**config.mk**
```make
export PLATFORM = sky130hd
export DESIGN_NAME = simd_div_slice
export DESIGN_NICKNAME = d
export VERILOG_FILES = /design/src/div_flags_pkg.sv /design/src/simd_fmt_pkg.sv /design/src/simd_div_slice.sv /design/src/divslice_result_pack.sv /design/src/div_lane.sv /design/src/div_iter_timer.sv /design/src/divslice_ctrl_fsm.sv
export SDC_FILE = /design/constraint.sdc
export NUM_CORES = 1
export LEC_CHECK = 0
export BUFFER_PORTS_ARGS = -buffer_cell sky130_fd_sc_hd__buf_2
export CORE_UTILIZATION = 60
export CTS_CLUSTER_DIAMETER = 60
export DETAILED_ROUTE_END_ITERATION = 10
export PLACE_DENSITY = 0.88
export SLEW_MARGIN = 20
export SYNTH_ARGS = -nofsm -noshare
export SYNTH_HDL_FRONTEND = slang
export SYNTH_SLANG_ARGS = --single-unit
```
**constraint.sdc**
```tcl
create_clock -name clk_i -period 10.48 [get_ports clk_i]
set_input_delay 1.572 -clock clk_i [delete_from_list [all_inputs] [get_ports clk_i]]
set_output_delay 1.572 -clock clk_i [all_outputs]
set_load 0.01 [all_outputs]
```
**src/div_flags_pkg.sv**
```systemverilog
/*
 * Status flags of the integer divide slice
 * Flag struct and the boxing value for unused lanes
 */

package div_flags_pkg;

  // dz  divisor is zero
  // nx  divisor non-zero, remainder non-zero
  typedef struct packed {
    logic dz;
    logic nx;
  } div_flags_t;

  // Upper half of a scalar 16-bit result
  localparam logic [15:0] BOX_FILL = 16'hFFFF;

endpackage

```
**src/simd_fmt_pkg.sv**
```systemverilog
/*
 * SIMD format description for the integer divide slice
 * Data width, lane count, format and operation encodings,
 * per-format element widths and the iteration counter width
 */

package simd_fmt_pkg;

  // --------------------------------------------------
  // Datapath geometry
  // --------------------------------------------------
  localparam int unsigned DATA_WIDTH = 32;
  localparam int unsigned NUM_LANES  = 2;

  // Element widths, also the iteration count per format
  localparam int unsigned FMT_W32_BITS = 32;
  localparam int unsigned FMT_W16_BITS = 16;

  // Wide enough to hold the largest iteration count
  localparam int unsigned ITER_CNT_W = 6;

  // --------------------------------------------------
  // Encodings
  // --------------------------------------------------
  typedef enum logic {
    FMT_W32 = 1'b0,
    FMT_W16 = 1'b1
  } fmt_e;

  typedef enum logic {
    OP_DIV = 1'b0,
    OP_REM = 1'b1
  } op_e;

  // One bit per SIMD lane
  typedef logic [NUM_LANES-1:0] lane_mask_t;

endpackage
```
**src/simd_div_slice.sv**
```systemverilog
/*
 * Two-lane SIMD integer divide slice
 * Control FSM, iteration timer, one 32-bit and one 16-bit
 * divide lane, and the result packer
 */

`timescale 1ns/100ps

module simd_div_slice #(
  parameter type TagType = logic [3:0]
) (
  input  logic                                 clk_i,
  input  logic                                 arst_n_i,
  input  logic [simd_fmt_pkg::DATA_WIDTH-1:0]  operand_a_i,
  input  logic [simd_fmt_pkg::DATA_WIDTH-1:0]  operand_b_i,
  input  simd_fmt_pkg::fmt_e                   fmt_i,
  input  simd_fmt_pkg::op_e                    op_i,
  input  logic                                 vectorial_op_i,
  input  simd_fmt_pkg::lane_mask_t             simd_mask_i,
  input  TagType                               tag_i,
  input  logic                                 in_valid_i,
  output logic                                 in_ready_o,
  output logic [simd_fmt_pkg::DATA_WIDTH-1:0]  result_o,
  output div_flags_pkg::div_flags_t            status_o,
  output TagType                               tag_o,
  output logic                                 out_valid_o,
  input  logic                                 out_ready_i,
  output logic                                 busy_o
);

  import simd_fmt_pkg::*;
  import div_flags_pkg::*;

  fmt_e                    fmt_q;
  op_e                     op_q;
  lane_mask_t              mask_q;
  lane_mask_t              lane_active;
  lane_mask_t              lane_start;
  logic                    timer_load;
  logic                    step;
  logic                    last;
  logic [FMT_W32_BITS-1:0] lane0_result;
  logic [FMT_W16_BITS-1:0] lane1_result;
  div_flags_t              lane0_flags;
  div_flags_t              lane1_flags;

  divslice_ctrl_fsm #(
    .TagType ( TagType )
  ) i_ctrl_fsm (
    .clk_i, .arst_n_i, .in_valid_i, .out_ready_i, .fmt_i, .op_i,
    .vectorial_op_i, .simd_mask_i, .tag_i,
    .last_i        ( last        ),
    .in_ready_o, .out_valid_o, .busy_o, .tag_o,
    .fmt_q_o       ( fmt_q       ),
    .op_q_o        ( op_q        ),
    .mask_q_o      ( mask_q      ),
    .lane_active_o ( lane_active ),
    .lane_start_o  ( lane_start  ),
    .timer_load_o  ( timer_load  )
  );

  div_iter_timer i_iter_timer (
    .clk_i, .arst_n_i,
    .load_i ( timer_load ),
    .fmt_i  ( fmt_q      ),
    .step_o ( step       ),
    .last_o ( last       )
  );

  // --------------------------------------------------
  // Lanes, lane 1 sits on the upper half of the operands
  // --------------------------------------------------
  div_lane #(
    .LaneWidth ( FMT_W32_BITS )
  ) i_lane0 (
    .clk_i, .arst_n_i,
    .start_i    ( lane_start[0]                  ),
    .step_i     ( step                           ),
    .fmt_i      ( fmt_q                          ),
    .op_i       ( op_q                           ),
    .dividend_i ( operand_a_i[FMT_W32_BITS-1:0]  ),
    .divisor_i  ( operand_b_i[FMT_W32_BITS-1:0]  ),
    .result_o   ( lane0_result                   ),
    .flags_o    ( lane0_flags                    )
  );

  div_lane #(
    .LaneWidth ( FMT_W16_BITS )
  ) i_lane1 (
    .clk_i, .arst_n_i,
    .start_i    ( lane_start[1]                           ),
    .step_i     ( step                                    ),
    .fmt_i      ( fmt_q                                   ),
    .op_i       ( op_q                                    ),
    .dividend_i ( operand_a_i[DATA_WIDTH-1 -: FMT_W16_BITS] ),
    .divisor_i  ( operand_b_i[DATA_WIDTH-1 -: FMT_W16_BITS] ),
    .result_o   ( lane1_result                            ),
    .flags_o    ( lane1_flags                             )
  );

  divslice_result_pack i_result_pack (
    .fmt_i          ( fmt_q        ),
    .lane_active_i  ( lane_active  ),
    .mask_i         ( mask_q       ),
    .lane0_result_i ( lane0_result ),
    .lane1_result_i ( lane1_result ),
    .lane0_flags_i  ( lane0_flags  ),
    .lane1_flags_i  ( lane1_flags  ),
    .result_o,
    .status_o
  );

endmodule

```
**src/divslice_result_pack.sv**
```systemverilog
/*
 * Result packing of the SIMD divide slice
 * Lane results into the output word with boxing of unused lanes,
 * status collapse over active and masked-in lanes
 */

`timescale 1ns/100ps

module divslice_result_pack (
  input  simd_fmt_pkg::fmt_e                     fmt_i,
  input  simd_fmt_pkg::lane_mask_t               lane_active_i,
  input  simd_fmt_pkg::lane_mask_t               mask_i,
  input  logic [simd_fmt_pkg::FMT_W32_BITS-1:0]  lane0_result_i,
  input  logic [simd_fmt_pkg::FMT_W16_BITS-1:0]  lane1_result_i,
  input  div_flags_pkg::div_flags_t              lane0_flags_i,
  input  div_flags_pkg::div_flags_t              lane1_flags_i,
  output logic [simd_fmt_pkg::DATA_WIDTH-1:0]    result_o,
  output div_flags_pkg::div_flags_t              status_o
);

  import simd_fmt_pkg::*;
  import div_flags_pkg::*;

  div_flags_t                  lane_flags [NUM_LANES];
  logic [FMT_W16_BITS-1:0]     upper_half;

  assign lane_flags[0] = lane0_flags_i;
  assign lane_flags[1] = lane1_flags_i;

  // --------------------------------------------------
  // Result word
  // --------------------------------------------------
  assign upper_half = lane_active_i[1] ? lane1_result_i : BOX_FILL;

  always_comb begin
    if (fmt_i == FMT_W16) begin
      result_o = {upper_half, lane0_result_i[FMT_W16_BITS-1:0]};
    end else begin
      result_o = lane0_result_i;
    end
  end

  // --------------------------------------------------
  // Status collapse
  // --------------------------------------------------
  always_comb begin
    div_flags_t acc;
    acc = '0;
    for (int unsigned l = 0; l < NUM_LANES; l++) begin
      // Idle or masked-out lanes contribute nothing
      if (lane_active_i[l] && mask_i[l]) begin
        acc = acc | lane_flags[l];
      end
    end
    status_o = acc;
  end

endmodule

```
**src/div_lane.sv**
```systemverilog
/*
 * One lane of the SIMD divide slice
 * Unsigned restoring divider, one quotient bit per step,
 * quotient or remainder select and dz/nx flags
 */

`timescale 1ns/100ps

module div_lane #(
  parameter int unsigned LaneWidth = 32
) (
  input  logic                      clk_i,
  input  logic                      arst_n_i,
  input  logic                      start_i,
  input  logic                      step_i,
  input  simd_fmt_pkg::fmt_e        fmt_i,
  input  simd_fmt_pkg::op_e         op_i,
  input  logic [LaneWidth-1:0]      dividend_i,
  input  logic [LaneWidth-1:0]      divisor_i,
  output logic [LaneWidth-1:0]      result_o,
  output div_flags_pkg::div_flags_t flags_o
);

  import simd_fmt_pkg::*;

  // Low element of the lane in FMT_W16
  localparam logic [LaneWidth-1:0] LowMask = {LaneWidth{1'b1}} >> (LaneWidth - FMT_W16_BITS);

  logic                 narrow;
  // Dividend shifts out at the top while quotient bits enter at the bottom
  logic [LaneWidth-1:0] dvd_q;
  logic [LaneWidth-1:0] rem_q;
  logic [LaneWidth-1:0] dvs_q;
  logic [LaneWidth-1:0] dvs_eff;
  logic                 next_bit;
  logic [LaneWidth:0]   trial;
  logic [LaneWidth:0]   diff;
  logic                 q_bit;
  logic                 div_zero;
  logic [LaneWidth-1:0] quotient;

  assign narrow = (fmt_i == FMT_W16);

  // --------------------------------------------------
  // Restoring recurrence
  // --------------------------------------------------
  // In FMT_W16 the walk starts at bit 15, so 16 steps finish it
  assign dvs_eff  = narrow ? (dvs_q & LowMask) : dvs_q;
  assign next_bit = narrow ? dvd_q[FMT_W16_BITS-1] : dvd_q[LaneWidth-1];
  assign trial    = {rem_q, next_bit};
  assign q_bit    = (trial >= {1'b0, dvs_eff});
  assign diff     = trial - {1'b0, dvs_eff};

  always_ff @(posedge clk_i or negedge arst_n_i) begin
    if (!arst_n_i) begin
      dvd_q <= '0;
      rem_q <= '0;
      dvs_q <= '0;
    end else if (start_i) begin
      dvd_q <= dividend_i;
      rem_q <= '0;
      dvs_q <= divisor_i;
    end else if (step_i) begin
      dvd_q <= {dvd_q[LaneWidth-2:0], q_bit};
      // Keep the subtraction only if it did not go negative
      rem_q <= q_bit ? diff[LaneWidth-1:0] : trial[LaneWidth-1:0];
    end
  end

  // --------------------------------------------------
  // Result and flags
  // --------------------------------------------------
  assign div_zero = (dvs_eff == '0);

  // Zero divisor gives all ones, the remainder already holds the dividend
  always_comb begin
    if (div_zero) begin
      quotient = narrow ? LowMask : '1;
    end else begin
      quotient = narrow ? (dvd_q & LowMask) : dvd_q;
    end
  end

  assign result_o   = (op_i == OP_DIV) ? quotient : rem_q;
  assign flags_o.dz = div_zero;
  assign flags_o.nx = ~div_zero & (rem_q != '0);

endmodule

```
**src/div_iter_timer.sv**
```systemverilog
/*
 * Iteration timer of the SIMD divide slice
 * Down-counter loaded with the element width, one step per cycle
 */

`timescale 1ns/100ps

module div_iter_timer (
  input  logic               clk_i,
  input  logic               arst_n_i,
  input  logic               load_i,
  input  simd_fmt_pkg::fmt_e fmt_i,
  output logic               step_o,
  output logic               last_o
);

  import simd_fmt_pkg::*;

  logic [ITER_CNT_W-1:0] cnt_q;
  logic [ITER_CNT_W-1:0] load_val;

  // One quotient bit per element bit
  assign load_val = (fmt_i == FMT_W16) ? ITER_CNT_W'(FMT_W16_BITS)
                                       : ITER_CNT_W'(FMT_W32_BITS);

  always_ff @(posedge clk_i or negedge arst_n_i) begin
    if (!arst_n_i) begin
      cnt_q <= '0;
    end else if (load_i) begin
      cnt_q <= load_val;
    end else if (step_o) begin
      cnt_q <= cnt_q - 1'b1;
    end
  end

  assign step_o = (cnt_q != '0);
  assign last_o = (cnt_q == ITER_CNT_W'(1));

endmodule

```
**src/divslice_ctrl_fsm.sv**
```systemverilog
/*
 * Control FSM of the SIMD divide slice
 * Valid/ready handshake, tag and format holding,
 * lane-active capture, lane start and timer load
 */

`timescale 1ns/100ps

module divslice_ctrl_fsm #(
  parameter type TagType = logic [3:0]
) (
  input  logic                     clk_i,
  input  logic                     arst_n_i,
  input  logic                     in_valid_i,
  input  logic                     out_ready_i,
  input  simd_fmt_pkg::fmt_e       fmt_i,
  input  simd_fmt_pkg::op_e        op_i,
  input  logic                     vectorial_op_i,
  input  simd_fmt_pkg::lane_mask_t simd_mask_i,
  input  TagType                   tag_i,
  input  logic                     last_i,
  output logic                     in_ready_o,
  output logic                     out_valid_o,
  output logic                     busy_o,
  output TagType                   tag_o,
  output simd_fmt_pkg::fmt_e       fmt_q_o,
  output simd_fmt_pkg::op_e        op_q_o,
  output simd_fmt_pkg::lane_mask_t mask_q_o,
  output simd_fmt_pkg::lane_mask_t lane_active_o,
  output simd_fmt_pkg::lane_mask_t lane_start_o,
  output logic                     timer_load_o
);

  import simd_fmt_pkg::*;

  typedef enum logic [1:0] {
    IDLE,
    RUN,
    DONE
  } state_e;

  state_e     state_q;
  state_e     state_d;
  logic       accept;
  logic       load_q;
  lane_mask_t active_d;
  lane_mask_t active_q;
  TagType     tag_q;
  fmt_e       fmt_q;
  op_e        op_q;
  lane_mask_t mask_q;

  assign accept = in_valid_i & in_ready_o;

  // Lane 0 always works, upper lanes only for vectorial 16-bit ops
  always_comb begin
    for (int unsigned l = 0; l < NUM_LANES; l++) begin
      active_d[l] = (l == 0) || ((fmt_i == FMT_W16) && vectorial_op_i);
    end
  end

  // --------------------------------------------------
  // State transitions
  // --------------------------------------------------
  always_comb begin
    state_d = state_q;
    case (state_q)
      IDLE: if (accept) state_d = RUN;
      RUN:  if (last_i) state_d = DONE;
      DONE: if (out_ready_i) state_d = IDLE;
      default: state_d = IDLE;
    endcase
  end

  always_ff @(posedge clk_i or negedge arst_n_i) begin
    if (!arst_n_i) begin
      state_q  <= IDLE;
      load_q   <= 1'b0;
      active_q <= '0;
    end else begin
      state_q <= state_d;
      // Timer starts one cycle after the lanes took their operands
      load_q  <= accept;
      if (accept) begin
        active_q <= active_d;
      end
    end
  end

  // Operation attributes held until the result leaves
  always_ff @(posedge clk_i) begin
    if (accept) begin
      tag_q  <= tag_i;
      fmt_q  <= fmt_i;
      op_q   <= op_i;
      mask_q <= simd_mask_i;
    end
  end

  // --------------------------------------------------
  // Outputs
  // --------------------------------------------------
  assign in_ready_o    = (state_q == IDLE);
  assign out_valid_o   = (state_q == DONE);
  assign busy_o        = (state_q != IDLE);
  assign tag_o         = tag_q;
  assign fmt_q_o       = fmt_q;
  assign op_q_o        = op_q;
  assign mask_q_o      = mask_q;
  assign lane_active_o = active_q;
  assign lane_start_o  = {NUM_LANES{accept}} & active_d;
  assign timer_load_o  = load_q;

endmodule

```
==> Yosys cells after proc, flatten, opt, wreduce, memory -nomap -nowiden <==
Cells that the tools add are included.
{ "word_totals": {"reg_bits": 163, "in_bits": 77, "word_cells": 75} }
{ "op_classes": {"n_addsub": 3, "n_lt_le_gt_ge": 2, "n_eq_ne": 6, "mux": 29, "n_bitwise": 7, "reduce_logical": 14} }
{ "ops": {"columns": ["operator", "count"], "rows": [
  ["two-way mux 32 bit", 11],
  ["two-way mux 16 bit", 8],
  [">= comparator 33 x 32 -> 1 bit", 1],
  ["zero test 32 bit", 1],
  ["nonzero test 32 bit", 1],
  ["subtractor 32 bit", 1],
  ["two-way mux 6 bit", 3],
  [">= comparator 17 x 16 -> 1 bit", 1],
  ["zero test 16 bit", 1],
  ["nonzero test 16 bit", 1],
  ["subtractor 16 bit", 1],
  ["two-way mux 2 bit", 5],
  ["nonzero test 2 bit", 4],
  ["== test 6 x 1 -> 1 bit, second input constant", 1],
  ["one-hot mux 2 bit (3 select lines)", 1],
  ["nonzero test 6 bit", 1],
  ["subtractor 6 x 1 -> 6 bit, second input constant", 1],
  ["inequality test 2 x 1 -> 1 bit, second input constant", 2],
  ["bitwise AND 1 bit", 3],
  ["logical AND 1 bit", 3],
  ["AND reduction 3 bit", 1],
  ["bitwise AND 2 bit", 1],
  ["== test 2 x 1 -> 1 bit, second input constant", 1],
  ["== test 2 bit, second input constant", 1],
  ["other kinds (5)", 6]
]} }

==> Logic depth before layout (Yosys ltp) <==
{ "depth": {"ltp_word": 7, "mapped_depth": 16} }

==> Modules after synthesis <==
A second synthesis with hierarchy kept.
{ "unflattened": {"cells_unflattened": 1268, "area_unflattened_um2": 11045.6} }
{ "modules_own_cells": {"columns": ["mod", "instances", "cells_each", "area_each_um2"], "rows": [
  ["div_lane (i_lane0)", 1, 776, 6601.3],
  ["div_lane (i_lane1)", 1, 384, 3259.4],
  ["divslice_ctrl_fsm", 1, 28, 462.9],
  ["div_iter_timer", 1, 39, 389.1],
  ["divslice_result_pack", 1, 41, 332.8]
]} }

==> Worst setup path before layout <==
Ideal clock, no wire load.
{ "synth_path": {"path_kind": "register to register", "startpoint": "register i_ctrl_fsm.fmt_q, in the netlist i_ctrl_fsm.fmt_q_o", "endpoint": "register i_lane0.rem_q[8]", "arrival_ns": 3.333, "setup_slack_ns": 7.009, "path_stages_with_launch": 16, "path_buffers": 3, "path_cell_list": "edfxtp_1 > inv_1 > clkbuf_1 > buf_1 > nand2_1 > ha_1 > a21o_1 > a21o_1 > a21o_1 > a211o_1 > or3_4 > o21ai_4 > buf_4 > nor2_1 > a211oi_1 > nor3_1"} }
{ "synth_between": {"elab_chain_len": 5, "elab_cells_between_ends": 7, "cone_classes": "add/sub (1); order compare (1); mux (5)"} }
{ "synth_rtl": {"columns": ["item", "line", "rtl"], "rows": [
  ["start: declaration", "divslice_ctrl_fsm.sv:49", "fmt_e fmt_q;"],
  ["start signal: assignment", "divslice_ctrl_fsm.sv:94", "fmt_q <= fmt_i;"],
  ["two-way mux 1 bit / two-way mux 32 bit (equally long branches)", "div_lane.sv:49, div_lane.sv:48", null],
  ["subtractor 32 bit / >= comparator 33 x 32 -> 1 bit (equally long branches)", "div_lane.sv:52, div_lane.sv:51", null],
  ["two-way mux 32 bit (*)", "div_lane.sv:66", "rem_q <= q_bit ? diff[LaneWidth-1:0] : trial[LaneWidth-1:0];"],
  ["two-way mux 32 bit (*)", "div_lane.sv:63", "end else if (step_i) begin"],
  ["two-way mux 32 bit (*)", "div_lane.sv:59", "end else if (start_i) begin"],
  ["end signal: assignment", "div_lane.sv:66", null],
  ["end: declaration", "div_lane.sv:32", "logic [LaneWidth-1:0] rem_q;"]
]} }
Mark *: on every way between the ends. The rest lies on a longest branch, timed or not. The select of a mux whose other input is x is not followed.
A chain may end at the register's enable or synchronous reset.

==> Final worst setup path <==
{ "layout_path": {"startpoint": "register i_ctrl_fsm.fmt_q, in the netlist i_ctrl_fsm.fmt_q_o", "endpoint": "output port result_o[12] (netlist bit)"} }
{ "layout_between": {"elab_chain_len": 5} }
{ "layout_rtl": {"columns": ["item", "line", "rtl"], "rows": [
  ["two-way mux 32 bit", "div_lane.sv:48", "assign dvs_eff = narrow ? (dvs_q & LowMask) : dvs_q;"],
  ["zero test 32 bit", "div_lane.sv:73", "assign div_zero = (dvs_eff == '0);"],
  ["two-way mux 32 bit", "div_lane.sv:77", "if (div_zero) begin"],
  ["two-way mux 32 bit", "div_lane.sv:84", "assign result_o = (op_i == OP_DIV) ? quotient : rem_q;"],
  ["two-way mux 32 bit", "divslice_result_pack.sv:36", "if (fmt_i == FMT_W16) begin"],
  ["end: declaration", "simd_div_slice.sv:23", "output logic [simd_fmt_pkg::DATA_WIDTH-1:0] result_o,"]
]} }
Every way passes these cells.

==> summary.log <==
qor: cells_and_area.area_growth 11.18%
qor: route.wl_per_cell 18.64 um
qor: pwr.netSwitchingFraction 47.84%
qor: placement.buffer_ports.inserted 117
qor: synth.yosys_warnings 0
qor: timing.slew-limit-headroom 33.41%
qor: synth.seq_area_frac_synth 39.18%
qor: synth.synth_top_family_by_area compound AO/OA/AOI/OAI gates
qor: timing.min_period 4.843 ns
qor: min_path.worst_hold_path_type reg -> reg
qor: synth.synth_async_sr_flop_share 95.09%
qor: pwr.p_int 2599 uW
qor: route.antenna_left 0
qor: clock_tree.cts_post_setup_buffers_inserted 0
qor: route.vias 10.18k
qor: floorplan.floorplan.die.height 134.4 um
qor: floorplan.placementRows 48
qor: timing.tns 0 ns
qor: synth.synthMuxAreaShare 1.738%
qor: global_routing.grt_overflow_total 0
qor: clock_tree.number_of_buffers_between_clock_root_and_the_deepest_sink 2
qor: synth.synth-edff-count 8
qor: worst_setup_path.cp_data_arrival_time 3.27 ns
qor: worst_setup_path.cp_slowest_cell edfxtp_1
qor: clock_tree.htreeDepth 4
qor: pwr.power_density 426.3 mW/mm^2
qor: clock_tree.cts-buffers-inserted 17
qor: clock_tree.cts_hold_buffers 0
qor: cells_and_area.n_fill_cell 1348
qor: global_routing.global_route_wire_length_before_repair 47420 um
qor: route.drt_pass1_iterations 6
qor: worst_setup_path.cell_chain_critical_path inv_1 > o41ai_1 > nand4_1 > nor2_2 > nor2_1 > o21ai_0 > buf_2
qor: clock_tree.post_cts_resize_count 0
qor: route.post-route-drc-count 0
qor: worst_setup_path.worstSetupStartpointType flop
qor: worst_setup_path.timing.critical_path.slowest_cell_delay 0.74 ns
qor: timing.hold_viol 0
qor: synth.synth.largest_area_cell dfrtp_1
qor: pwr.total_power 4982 uW
qor: worst_setup_path.timing.critical_path.required 8.91 ns
qor: run_status.result_of_the_run completed
qor: pwr.share_comb_of_total_power 60.4%
qor: route.detailedRoute.firstIterationViolations 1114
qor: cells_and_area.final_layout_size_suffix_gt1_share 13.78%
qor: synth.syn_nets 1423
qor: synth.yosysTopAreaCellShare 36.90%
qor: worst_setup_path.worstSetupEndpointType output pin
qor: floorplan.initial_utilization 61.20%
qor: synth.synth.ff_latch_count 163
qor: timing.maxClockFrequency 0.2065 GHz
qor: synth.synth_compound_gate_area_share 24.16%
qor: global_routing.first_global_vias 9424
qor: clock_tree.worstSkewPairLatency 0.44 ns
qor: synth.ys_types 70
qor: synth.post_synth_xor_area_fraction 2.916%
qor: worst_setup_path.timing_worst_setup_path_type reg -> out
qor: timing.rsz_0062_raised_after_global_routing false
qor: synth.synth_area_leaders dfrtp_1, nand2_1, ha_1
qor: floorplan.io_pins 118
qor: worst_setup_path.timing.critical_path.fanout_max 22
qor: pwr.power.ir.vdd_worst 0.2546 mV
qor: clock_tree.clock_sink_count 163
qor: clock_tree.cts_tree yes
qor: flow_run.max_cap_violations 0
qor: pwr.power_frac_clock 12.2%
qor: route.finalWirelength 29770 um
qor: placement.routabilityCongestion 0.9484
qor: timing.setup_viol 0
qor: synth.synth_adder_area_share 6.332%
qor: pwr.power.static_leakage 0.005293 uW
qor: timing.tightest_slew 0.9898 ns
qor: timing.clock_skew 0.007867 ns
qor: synth.number_of_standard_cells_after_synthesis 1294
qor: synth.syn_std_cell_area 0.01051 mm^2
qor: global_routing.maximum_number_of_pins_on_one_net_before_global_route_repair 98
qor: cells_and_area.layout_commonest_cell nand2_1
qor: synth.synth-main-ff-cell dfrtp_1
qor: cells_and_area.final_nets 1488
qor: cells_and_area.register_area 0.004119 mm^2
qor: synth.synthSimpleGateAreaFrac 20.64%
qor: clock_tree.cts.clk_slew.worst_paths 0.06 ns
qor: floorplan.core 0.01718 mm^2
qor: floorplan.die_area 0.01805 mm^2
qor: cells_and_area.layout_common_cells nand2_1, dfrtp_1, nor2_1
qor: clock_tree.library_cell_used_as_clock_root_buffer clkbuf_16
qor: placement.place_hpwl 20820 um
qor: global_routing.antenna_found_initial 0
qor: floorplan.die_width 134.4 um
qor: timing.final-max-slew-violation-count 0
qor: synth.synthesis.area_per_instance 8.124 um^2
qor: cells_and_area.diode_count 0
qor: pwr.p_seq_share 27.3%
qor: global_routing.grt_usage 33.81%
qor: cells_and_area.multi_input_combinational_cell_area 0.005887 mm^2
qor: route.vias_per_cell 6.376
qor: pwr.switching_power 2383 uW
qor: timing.timing.final.crit_share 46.21%
==> sequential cells by signal, summed over array words and instances (netlist names), 2 cells and up <==
signal                    flops
i_lane0.rem_q                32
i_lane0.dvs_q                32
i_lane1.rem_q                16
i_lane1.dvs_eff              16
i_ctrl_fsm.mask_q_o           2
i_lane1.dvd_q                16
i_lane0.dvd_q                32
i_iter_timer.cnt_q            6
i_ctrl_fsm.tag_o              4
i_ctrl_fsm.state_q            2
i_ctrl_fsm.lane_active_o      2
==> worst max-delay path: cells and delay by family, from the launching register on <==
family / cells / cell delay [ns]
DFF: 1 / 0.74
AOI/OAI and AO/OA: 2 / 0.41
and+or+nand+nor: 3 / 1.01
buffers and inverters: 2 / 0.67
==> power by group through the flow <==
stage | Combinational (uW) | Clock, uW | Sequential (uW)
floorplan | 2440 | 0 | 1190
global placement | 2840 | 0 | 1340
detailed placement | 2930 | 0 | 1350
CTS | 2980 | 610 | 1340
global route | 3350 | 634 | 1380
finish | 3010 | 609 | 1360
==> path summary, 6_finish.rpt <==
path	start	to	cells after the start	slack, ns
setup / recovery	i_ctrl_fsm.fmt_q_o$_DFFE_PP_	result_o[12]	7	5.64
hold / removal	i_ctrl_fsm.state_q[1]$_DFFE_PN0P_	i_ctrl_fsm.state_q[0]$_DFFE_PN0P_	1	0.48
setup reg to reg	i_ctrl_fsm.fmt_q_o$_DFFE_PP_	i_lane0.rem_q[16]$_DFFE_PN0P_	13	5.92
hold reg to reg	i_ctrl_fsm.state_q[1]$_DFFE_PN0P_	i_ctrl_fsm.state_q[0]$_DFFE_PN0P_	1	0.48
max in group asynchronous	arst_n_i	i_lane0.dvd_q[21]$_DFFE_PN0P_	2	7.84
min in group asynchronous	arst_n_i	i_lane0.dvd_q[9]$_DFFE_PN0P_	1	1.16
==> area by class of cell <==
type | instances | share of cell area, %
Sequential cell | 163 | 35.24
Timing Repair Buffer | 126 | 5.642
Tap cell | 225 | 2.409
Multi-Input combinational cell | 1005 | 50.37
Clock buffer | 22 | 3.982
Clock inverter | 10 | 0.8778
Inverter | 46 | 1.477
==> cells in the mapped netlist (4+ instances only) <==
master / instances
a21o_1: 19
nor2b_1: 9
nand3_1: 14
buf_1: 5
buf_2: 9
dfrtp_1: 155
ha_1: 50
a31oi_1: 55
nand2b_1: 11
a21boi_0: 4
o211ai_1: 8
xor2_1: 13
nand4_1: 14
a21oi_1: 67
clkbuf_1: 60
xnor2_1: 22
buf_6: 4
and3_1: 6
nor3b_1: 4
o22ai_1: 19
nand3b_1: 4
nor3_1: 18
o21bai_1: 7
a21oi_2: 14
nor2_1: 127
o221ai_1: 16
edfxtp_1: 8
nand2_1: 262
o41ai_1: 4
mux2i_1: 16
o21a_1: 9
nor4_1: 22
inv_1: 46
a211oi_1: 18
o21ai_0: 117
==> kinds of logic (layout without fill, tap and decap cells) <==
family,count (synthesis),in the layout
AO/OA/AOI/OAI,396,396
XOR/XNOR,35,35
adder cells (fa/ha/maj),52,52
buffers and inverters,126,204
flip-flops,163,163
multiplexers,18,18
AND/OR/NAND/NOR,504,504
==> through the flow <==
stage	instances	setup slack, ns	utilization (%)	hold WS, ns	area, um^2
5_1_grt	1597	5.405	68.04	0.5059	11690
4_1_cts	1597	5.436	68.02	0.4732	11680
2_1_floorplan	1294	7.009	-	0.4339	10510
3_5_place_dp	1565	5.915	64.71	0.4637	11120
3_3_place_gp	1565	6.034	64.70	0.4601	11110
6_report	1597	5.637	68.04	0.4760	11690
==> routing by layer <==
metal / track usage, % / share of wire (%)
met4: 17.42 / 5.1
met1: 43.68 / 41
met3: 6.652 / 8.1
met5: 0 / 0
met2: 54.12 / 46
Power figures use the tool's default switching activity.
